File: src/common/rv_consts.svh
`ifndef RV_CONSTS_SVH
`define RV_CONSTS_SVH

`define XLEN      32
`define NUM_REGS  32
`define ZERO_REG  5'd0
`define TRUE      1'b1
`define FALSE     1'b0

// fields: funct7 _ rs2 _ rs1 _ funct3 _ rd _ opcode
`define RV32_LUI    32'b????????????????????_?????_0110111
`define RV32_AUIPC  32'b????????????????????_?????_0010111
`define RV32_JAL    32'b????????????????????_?????_1101111
`define RV32_JALR   32'b???????_?????_?????_000_?????_1100111
`define RV32_BEQ    32'b???????_?????_?????_000_?????_1100011
`define RV32_BNE    32'b???????_?????_?????_001_?????_1100011
`define RV32_BLT    32'b???????_?????_?????_100_?????_1100011
`define RV32_BGE    32'b???????_?????_?????_101_?????_1100011
`define RV32_BLTU   32'b???????_?????_?????_110_?????_1100011
`define RV32_BGEU   32'b???????_?????_?????_111_?????_1100011
`define RV32_LB     32'b???????_?????_?????_000_?????_0000011
`define RV32_LH     32'b???????_?????_?????_001_?????_0000011
`define RV32_LW     32'b???????_?????_?????_010_?????_0000011
`define RV32_LBU    32'b???????_?????_?????_100_?????_0000011
`define RV32_LHU    32'b???????_?????_?????_101_?????_0000011
`define RV32_SB     32'b???????_?????_?????_000_?????_0100011
`define RV32_SH     32'b???????_?????_?????_001_?????_0100011
`define RV32_SW     32'b???????_?????_?????_010_?????_0100011
`define RV32_ADDI   32'b???????_?????_?????_000_?????_0010011
`define RV32_SLTI   32'b???????_?????_?????_010_?????_0010011
`define RV32_SLTIU  32'b???????_?????_?????_011_?????_0010011
`define RV32_XORI   32'b???????_?????_?????_100_?????_0010011
`define RV32_ORI    32'b???????_?????_?????_110_?????_0010011
`define RV32_ANDI   32'b???????_?????_?????_111_?????_0010011
`define RV32_SLLI   32'b0000000_?????_?????_001_?????_0010011
`define RV32_SRLI   32'b0000000_?????_?????_101_?????_0010011
`define RV32_SRAI   32'b0100000_?????_?????_101_?????_0010011
`define RV32_ADD    32'b0000000_?????_?????_000_?????_0110011
`define RV32_SUB    32'b0100000_?????_?????_000_?????_0110011
`define RV32_SLL    32'b0000000_?????_?????_001_?????_0110011
`define RV32_SLT    32'b0000000_?????_?????_010_?????_0110011
`define RV32_SLTU   32'b0000000_?????_?????_011_?????_0110011
`define RV32_XOR    32'b0000000_?????_?????_100_?????_0110011
`define RV32_SRL    32'b0000000_?????_?????_101_?????_0110011
`define RV32_SRA    32'b0100000_?????_?????_101_?????_0110011
`define RV32_OR     32'b0000000_?????_?????_110_?????_0110011
`define RV32_AND    32'b0000000_?????_?????_111_?????_0110011
`define RV32_MUL    32'b0000001_?????_?????_000_?????_0110011
`define RV32_MULH   32'b0000001_?????_?????_001_?????_0110011
`define RV32_MULHSU 32'b0000001_?????_?????_010_?????_0110011
`define RV32_MULHU  32'b0000001_?????_?????_011_?????_0110011
`define RV32_CSRRW  32'b???????_?????_?????_001_?????_1110011
`define RV32_CSRRS  32'b???????_?????_?????_010_?????_1110011
`define RV32_CSRRC  32'b???????_?????_?????_011_?????_1110011
`define WFI         32'b0001000_00101_00000_000_00000_1110011

`endif
File: src/common/rv_pkg.sv
`include "rv_consts.svh"

package rv_pkg;

	typedef logic [`XLEN-1:0] word_t;
	typedef logic [`XLEN-1:0] addr_t;
	typedef logic [4:0]       reg_idx_t;

	typedef union packed {
		logic [31:0] raw;
		struct packed {
			logic [6:0] funct7;
			reg_idx_t   rs2;
			reg_idx_t   rs1;
			logic [2:0] funct3;
			reg_idx_t   rd;
			logic [6:0] opcode;
		} r;
	} inst_t;

	typedef enum logic [1:0] {OPA_IS_RS1, OPA_IS_PC, OPA_IS_ZERO} alu_opa_sel_e;

	typedef enum logic [2:0] {
		OPB_IS_RS2, OPB_IS_I_IMM, OPB_IS_S_IMM, OPB_IS_B_IMM, OPB_IS_U_IMM, OPB_IS_J_IMM
	} alu_opb_sel_e;

	typedef enum logic {DEST_NONE, DEST_RD} dest_sel_e;

	typedef enum logic [3:0] {
		ADD, SUB, SLT, SLTU, AND, OR, XOR, SLL, SRL, SRA, MUL, MULH, MULHSU, MULHU
	} alu_func_e;

	typedef struct packed {
		logic  valid;
		inst_t inst;
		addr_t pc;
	} fetch_pkt_t;

	typedef struct packed {
		alu_opa_sel_e opa_sel;
		alu_opb_sel_e opb_sel;
		dest_sel_e    dest_sel;
		alu_func_e    alu_func;
		logic         rd_mem;
		logic         wr_mem;
		logic         cond_branch;
		logic         uncond_branch;
		logic         csr_op;
		logic         halt;
		logic         illegal;
		logic         valid;   // fetch valid and not illegal
	} ctrl_t;

	typedef struct packed {
		ctrl_t    ctrl;
		addr_t    pc;
		reg_idx_t rs1_idx;
		reg_idx_t rs2_idx;
		word_t    rs1_val;
		word_t    rs2_val;
		reg_idx_t dest;   // x0 when nothing is written
		word_t    imm;
	} issue_pkt_t;

	typedef struct packed {
		logic     valid;
		reg_idx_t dest;
		word_t    result;   // link value for jumps
		addr_t    target;
		logic     cond_branch;
		logic     uncond_branch;
		logic     rd_mem;
		logic     wr_mem;
		logic     csr_op;
		logic     halt;
		logic     illegal;
	} exec_pkt_t;

	typedef exec_pkt_t retire_pkt_t;

endpackage

File: src/decode/rv_decoder.sv
`include "rv_consts.svh"

module rv_decoder import rv_pkg::*; (
	input  fetch_pkt_t fetch,
	output ctrl_t      ctrl
);

	inst_t inst;

	assign inst = fetch.inst;

	// funct3 to base op, alt picks sub / arithmetic shift
	function automatic alu_func_e base_func(input logic [2:0] f3, input logic alt);
		case (f3)
			3'b000:  return alt ? SUB : ADD;
			3'b001:  return SLL;
			3'b010:  return SLT;
			3'b011:  return SLTU;
			3'b100:  return XOR;
			3'b101:  return alt ? SRA : SRL;
			3'b110:  return OR;
			default: return AND;
		endcase
	endfunction

	always_comb begin
		// noop defaults
		ctrl.opa_sel       = OPA_IS_RS1;
		ctrl.opb_sel       = OPB_IS_RS2;
		ctrl.dest_sel      = DEST_NONE;
		ctrl.alu_func      = ADD;
		ctrl.rd_mem        = `FALSE;
		ctrl.wr_mem        = `FALSE;
		ctrl.cond_branch   = `FALSE;
		ctrl.uncond_branch = `FALSE;
		ctrl.csr_op        = `FALSE;
		ctrl.halt          = `FALSE;
		ctrl.illegal       = `FALSE;
		if (fetch.valid) begin
			casez (inst.raw)
				`RV32_LUI, `RV32_AUIPC: begin
					ctrl.dest_sel = DEST_RD;
					ctrl.opa_sel  = inst.r.opcode[5] ? OPA_IS_ZERO : OPA_IS_PC;
					ctrl.opb_sel  = OPB_IS_U_IMM;
				end
				`RV32_JAL: begin
					ctrl.dest_sel      = DEST_RD;
					ctrl.opa_sel       = OPA_IS_PC;
					ctrl.opb_sel       = OPB_IS_J_IMM;
					ctrl.uncond_branch = `TRUE;
				end
				`RV32_JALR: begin
					ctrl.dest_sel      = DEST_RD;
					ctrl.opb_sel       = OPB_IS_I_IMM;
					ctrl.uncond_branch = `TRUE;
				end
				`RV32_BEQ, `RV32_BNE, `RV32_BLT, `RV32_BGE, `RV32_BLTU, `RV32_BGEU: begin
					ctrl.opa_sel     = OPA_IS_PC;
					ctrl.opb_sel     = OPB_IS_B_IMM;
					ctrl.cond_branch = `TRUE;
				end
				`RV32_LB, `RV32_LH, `RV32_LW, `RV32_LBU, `RV32_LHU: begin
					ctrl.opb_sel = OPB_IS_I_IMM;   // address only, no rd write here
					ctrl.rd_mem  = `TRUE;
				end
				`RV32_SB, `RV32_SH, `RV32_SW: begin
					ctrl.opb_sel = OPB_IS_S_IMM;
					ctrl.wr_mem  = `TRUE;
				end
				`RV32_ADDI, `RV32_SLTI, `RV32_SLTIU, `RV32_XORI, `RV32_ORI, `RV32_ANDI,
				`RV32_SLLI, `RV32_SRLI, `RV32_SRAI: begin
					ctrl.dest_sel = DEST_RD;
					ctrl.opb_sel  = OPB_IS_I_IMM;
					// bit 30 only means SRA for the shift-right immediate
					ctrl.alu_func = base_func(inst.r.funct3,
						(inst.r.funct3 == 3'b101) && inst.r.funct7[5]);
				end
				`RV32_ADD, `RV32_SUB, `RV32_SLL, `RV32_SLT, `RV32_SLTU, `RV32_XOR,
				`RV32_SRL, `RV32_SRA, `RV32_OR, `RV32_AND: begin
					ctrl.dest_sel = DEST_RD;
					ctrl.alu_func = base_func(inst.r.funct3, inst.r.funct7[5]);
				end
				`RV32_MUL, `RV32_MULH, `RV32_MULHSU, `RV32_MULHU: begin
					ctrl.dest_sel = DEST_RD;
					case (inst.r.funct3[1:0])
						2'b00:   ctrl.alu_func = MUL;
						2'b01:   ctrl.alu_func = MULH;
						2'b10:   ctrl.alu_func = MULHSU;
						default: ctrl.alu_func = MULHU;
					endcase
				end
				`RV32_CSRRW, `RV32_CSRRS, `RV32_CSRRC: ctrl.csr_op = `TRUE;
				`WFI:    ctrl.halt    = `TRUE;
				default: ctrl.illegal = `TRUE;
			endcase
		end
		ctrl.valid = fetch.valid && !ctrl.illegal;
	end

endmodule

File: config.mk
export PLATFORM = sky130hd
export DESIGN_NAME = rv_decoder
export DESIGN_NICKNAME = d
export VERILOG_FILES = /design/src/common/rv_pkg.sv /design/src/decode/rv_decoder.sv
export VERILOG_INCLUDE_DIRS = /design/src /design/src/common
export SDC_FILE = /design/constraint.sdc
export NUM_CORES = 1
export LEC_CHECK = 0
export ABC_AREA = 1
export BUFFER_PORTS_ARGS = -buffer_cell sky130_fd_sc_hd__buf_2
export CAP_MARGIN = 25
export CORE_MARGIN = 1.5
export CORE_UTILIZATION = 33
export DETAILED_ROUTE_END_ITERATION = 10
export PLACE_DENSITY = 0.92
export SLEW_MARGIN = 40
export SYNTH_ARGS = -nofsm -noshare
export SYNTH_HDL_FRONTEND = slang
export SYNTH_SLANG_ARGS = --single-unit
File: constraint.sdc
create_clock -name vclk -period 1.1
set_input_delay 0.11 -clock vclk [all_inputs]
set_output_delay 0.11 -clock vclk [all_outputs]
set_load 0.02 [all_outputs]
======== After elaboration in Yosys (flattened, before gate mapping) ========
Index checks and enable logic that the tools add are counted.
operators by class
  equal/unequal tests ..................... 53
  reductions and logical operators ........ 18
  mux-type cells .......................... 20
operator list
  cell                  number
  $eq 10x10->1 const B  9
  $eq 17x10->1 const B  5
  $eq 17x11->1 const B  4
  $eq 10x9->1 const B   6
  $pmux 4 s7            2
  $eq 17x16->1 const B  3
  $reduce_or 45->1      1
  $eq 10x8->1 const B   4
  $eq 17x8->1 const B   2
  $eq 17x9->1 const B   2
  $eq 32x29->1 const B  1
  $reduce_or 27->1      1
  $eq 10x7->1 const B   2
  $eq 17x6->1 const B   1
  $mux 17               1
  $pmux 3 s5            1
  $reduce_or 15->1      1
  $mux 1                12
  $pmux 4 s3            1
  $eq 10x2->1 const B   1
  $eq 10x5->1 const B   1
  $eq 10x6->1 const B   1
  $reduce_or 10->1      1
  $eq 3x3->1 const B    3
  21 further kinds      25
storage, ports and cells
  input port bits ......................... 65
  output and inout bits ................... 18
  word-level logic and storage cells ...... 91
  flip-flop bits (word level) ............. 0

======== Logic depth before layout (Yosys ltp) ========
Gate-level depths: netlist of run 1.
  word-level depth ........................ 8
  mapped depth ............................ 10

======== Worst setup path before layout of run 1 ========
No wires, ideal clock.
  path kind ............................... input -> output
  from .................................... input port fetch[38] (netlist name)
  to ...................................... output port ctrl[14] (netlist name)
  stages on the path ...................... 5
  data required time ...................... 990 ps
  arrival ................................. 1298 ps
  slack ................................... -308 ps
  cell sequence ........................... buf_4 -> inv_1 -> nand3_1 -> nor3_1 -> or2_2
RTL lines
  what                line             RTL
  start: declaration  rv_decoder.sv:4  input fetch_pkt_t fetch,
  end: declaration    rv_decoder.sv:5  output ctrl_t ctrl

==> flow_metrics.tcl, run 1 <==
set metrics [dict create \
    status "complete, but fails checks" \
    violations "negative setup slack" \
    io_pins 83 \
    syn_nets 218 \
    grt-ovfl-total 0 \
    worstMarginPinSlew_ns 0.3734 \
    finalCritPeriodShare 1.397 \
    syn-instance-count 153 \
    drive_gt1_frac 0.7708 \
    hpwl_mm 2.342 \
    synth_cell_types 24 \
    cp_max_fo 4 \
    diodes 0 \
    finalWeightedCongestion 0.8725 \
    seq_cells 0 \
    vias 1615 \
    antenna_found_initial 0 \
    drt_iter0_drc 102 \
    grt_pass1_wl_mm 6.513 \
    crit_type "primary input to primary output" \
    avgSynthCellArea_sq_um 5.005 \
    p_switching_mw 0.2717 \
    share_seq_of_total_power 0 \
    slew_violations 0 \
    placedCellCount 258 \
    postRouteAntennaNets 0 \
    end_kind "primary output" \
    placed_area_sq_mm 0.001420 \
    final_nets 307 \
    viasPerCell 6.026 \
    coreArea_sq_mm 0.002191 \
    max_cap_viol_count 0 \
    crit_path_start_kind "primary input" \
    multi_input_area_sq_mm 0.001052 \
    swShare 0.5542 \
    grt_max_degree 11 \
    die_h_um 51.17 \
    setup_viol 18 \
    synth.most_common_cell "nor2_1" \
    fp-row-count 17 \
    period_needed_ns 1.536 \
    max-vdd-ir-drop_v 0.0002180 \
    seq_area_sq_um 0 \
    final_area_sq_mm 0.001951 \
    finalWirelength_mm 5.368 \
    clkbuf_count 0 \
    area_delta_synth_final_pct 154.7 \
    synthTopCellsByArea "nor2_1 19%, nand2_1 14%, inv_1 9.8%, nand3_1 6.5%, nand3_2 6.5%" \
    yosysTopAreaCellShare 0.1912 \
    p_int_mw 0.2185 \
    arrival_ns 1.43 \
    routedWlPerCell_um 20.03 \
    holdWs_ns 0.6309 \
    firstDrtPassIters 5 \
    grt_pass1_vias 1515 \
    die_width_um 51.17 \
    cts_hold_buf 0 \
    hp-class "primary input to primary output" \
    yosysSeqAreaShare 0 \
    hold_viol_final 0 \
    fmax_ghz 0.6509 \
    io_buffers 51 \
    clockPowerShare 0 \
    ys.warnings.count 0 \
    setup_ws_ns -0.4364 \
    pwr-share-comb 1.000 \
    drc_errors 0 \
    grtUsageTotal 0.3350 \
    cp.required_ns 0.99 \
    fp.dieArea_sq_mm 0.002618 \
    grt_setup_unrepaired "true" \
    slew_headroom 0.7508 \
    start_util 0.3495 \
    synth.largest_area_cell "nor2_1" \
    synth_commonest_cells "39 x nor2_1, 29 x nand2_1, 20 x inv_1" \
    stdcell_count 268 \
    pwr_density_cell_mw_per_mm2 251.3 \
    syn_area_sq_um 765.7 \
    fillCellCount 99 \
    power.leakage_nw 0.9119 \
]
==> worst paths after layout <==
path  slack, ns        to  cells past startpoint       from
max       -0.44   ctrl[9]                     11  fetch[34]
min        0.63  ctrl[10]                      4  fetch[45]
==> routing by layer <==
layer  GRT usage  routed length, um
met5           0                  0
met4      0.2523                508
met3     0.07018                549
met2      0.6234               2618
met1      0.3169               1692
==> stage by stage <==
stage | worst slack (ns) | util | power, mW | TNS [ns]
after floorplan | -0.04741 | - | 0.1568 | -0.1517
after global placement | -0.3227 | 0.6482 | 0.3181 | -3.453
after detailed placement | -0.3711 | 0.6482 | 0.3278 | -3.894
after CTS | -0.3357 | 0.7967 | 0.3965 | -3.299
after global routing | -0.5146 | 0.8903 | 0.5026 | -5.703
final | -0.4364 | 0.8903 | 0.4902 | -4.910
==> area by class of cell <==
cell class	count	area share
multi-input cells	127	0.5394
well taps	28	0.01796
inverters	23	0.05580
repair buffers	90	0.3868
==> placed cells by master, fill, tap and decap left out, drive strengths merged, types with 3 or more instances in the layout <==
| master | count |
|---|---|
| a21oi | 8 |
| buf | 90 |
| inv | 22 |
| nand2 | 34 |
| nand3 | 15 |
| nand4 | 4 |
| nor2 | 47 |
| nor3 | 7 |
| nor3b | 3 |
| o21ai | 5 |
==> critical path, stage by stage <==
cell,delay [ns]
buf_8,0.10
nor2_4,0.12
nand2_4,0.10
nor2_4,0.18
nand3_4,0.15
nor2_4,0.16
nor2_4,0.08
nand2_4,0.09
nand2_4,0.05
a21oi_4,0.15
buf_6,0.13
==> cell families after synthesis <==
kind of cell,after synthesis,synth area share
xor+xnor,1,0.01144
simple gates,113,0.7500
buf+inv,26,0.1389
compound gates,13,0.09967
==> repair_timing <==
item,4_1_cts,5_1_grt
endpoints found under the setup margin,17,18
setup buffers,6,5
pin swaps,30,28
endpoints found under the hold margin,0,0
resized for setup,84,45
==> power groups by stage <==
stage | logic (mW) | clock network [mW] | registers (mW)
6_report | 0.490 | 0 | 0
5_1_grt | 0.503 | 0 | 0
4_1_cts | 0.397 | 0 | 0
3_5_place_dp | 0.328 | 0 | 0
3_3_place_gp | 0.318 | 0 | 0
2_1_floorplan | 0.157 | 0 | 0
(Power assumes the default switching activity.)
==> inputs of run 2 (changes only) <==
Settings changed: PLACE_DENSITY 0.92 to not set, PLACE_DENSITY_LB_ADDON set to 0.08.
==> run 2 against run 1 <==
  * The run still ends with negative setup slack left
  * Sequential share of layout area stayed put
  * Worst hold slack better by 0.046 ns
  * Design area is 1.3% lower
  * Die area stayed put
  * Total power is 8.9% lower
  * Critical endpoint is now ctrl[8]
  * Clock-buffer cell count stayed put
  * Largest cell class unchanged
  * Utilization is 1.1 points lower
  * Via count is 14% lower
  * First-iteration DRC count is 63% lower
  * Final cell count is 0.75% higher
==> flow_metrics.tcl, run 2 (synthesized netlist as in run 1, its figures left out) <==
set metrics [dict create \
    status "complete, but fails checks" \
    violations "negative setup slack" \
    hold_path_end "ctrl[16]" \
    fp.dieArea_sq_mm 0.002618 \
    crit_type "primary input to primary output" \
    diodes 0 \
    hold_path_startpoint "fetch[64]" \
    final_area_sq_mm 0.001926 \
    die_width_um 51.17 \
    finalWeightedCongestion 0.8294 \
    grtUsageTotal 0.2468 \
    setup_ws_ns -0.3526 \
    fp-row-count 17 \
    finalWirelength_mm 3.861 \
    grt_pass1_wl_mm 5.195 \
    cp_max_fo 4 \
    crit_path_start_kind "primary input" \
    firstDrtPassIters 4 \
    grt_setup_unrepaired "true" \
    placed_area_sq_mm 0.001388 \
    viasPerCell 5.122 \
    clkbuf_count 0 \
    max_cap_viol_count 0 \
    final_common_cell "buf_4" \
    arrival_ns 1.34 \
    slew_headroom 0.7918 \
    drt_iter0_drc 38 \
    post-place-ws_ns -0.3902 \
    stdcell_count 270 \
    slew_violations 0 \
    routedWlPerCell_um 14.30 \
    antenna_found_initial 0 \
    final_cell_mix "40 x buf_4, 27 x buf_2, 22 x nor2_4" \
    area_delta_synth_final_pct 151.5 \
    setup_viol 18 \
    start_util 0.3495 \
    grt_max_degree 11 \
    die_h_um 51.17 \
    pwr_density_cell_mw_per_mm2 232.0 \
    fmax_ghz 0.6884 \
    worstMarginPinSlew_ns 0.3119 \
    seq_cells 0 \
    coreArea_sq_mm 0.002191 \
    seq_area_sq_um 0 \
    finalCritPeriodShare 1.321 \
    power.leakage_nw 0.9307 \
    io_pins 83 \
    hp-class "primary input to primary output" \
    grt_pass1_vias 1300 \
    end_kind "primary output" \
    postRouteAntennaNets 0 \
    hpwl_mm 2.240 \
    grt-ovfl-total 0 \
    cp.required_ns 0.99 \
    period_needed_ns 1.453 \
    total_power_mw 0.4467 \
    final_nets 309 \
    drc_errors 0 \
    vias 1383 \
    hold_viol_final 0 \
    max-vdd-ir-drop_v 0.0002135 \
    whs_path_depth 5 \
    utilization 0.8789 \
    drive_gt1_frac 0.7479 \
    placedCellCount 257 \
    io_buffers 51 \
]
run 2: cell count changes in the layout (fill, tap and decap cells not counted), sizes merged:
| cell | previous run | this run |
|---|---|---|
| buf | 90 | 92 |
run 2: cell type report:
cell class                      instances  area, sq um
Multi-Input combinational cell        127         1031
Fill cell                             131        265.3
Tap cell                               28        35.03
Timing Repair Buffer                   92        750.7
Inverter                               23        108.9
run 2: worst max-delay path, stage by stage:
cell	delay (ns)
buf_8	0.10
nor2_4	0.11
nand2_4	0.09
nor2_4	0.16
nand3_4	0.13
a21oi_1	0.18
nand2_1	0.08
nand2_1	0.10
a21oi_2	0.06
nor2_4	0.10
buf_6	0.11
run 2: timing repair:
item	CTS	global route
resized for setup	85	38
pin swaps	18	17
buffers inserted	7	6
setup endpoints to repair	16	18
hold buffers	0	0
run 2: metrics by stage:
step | hold WS (ns) | TNS [ns]
floorplan | 0.3647 | -0.1517
global placement | 0.6944 | -3.454
detailed placement | 0.6962 | -3.684
CTS | 0.6685 | -3.515
global route | 0.7126 | -5.142
finish | 0.6771 | -4.138
run 2: worst max-delay path by stage:
stage / startpoint / slack, ns / to / depth (start not counted)
CTS: fetch[35] / -0.35 / ctrl[9] / 11
floorplan: fetch[38] / -0.05 / ctrl[10] / 8
global route: fetch[35] / -0.42 / ctrl[8] / 11
global placement: fetch[44] / -0.34 / ctrl[10] / 10
detailed placement: fetch[35] / -0.39 / ctrl[9] / 11
finish: fetch[35] / -0.35 / ctrl[8] / 11
run 2: per-layer routing:
metal / share of wire / track usage / vias up / wire length (um)
met1: 0.36 / 0.2794 / 656 / 1399
li1: - / - / 669 / -
met5: 0 / 0 / - / 0
met2: 0.59 / 0.5195 / 52 / 2264
met3: 0.037 / 0 / 6 / 143
met4: 0.014 / 0.02252 / 0 / 54
run 2: power by group:
part / internal [mW] / switching, mW
registers: 0 / 0
clock network: 0 / 0
logic: 0.207 / 0.239
total: 0.207 / 0.239
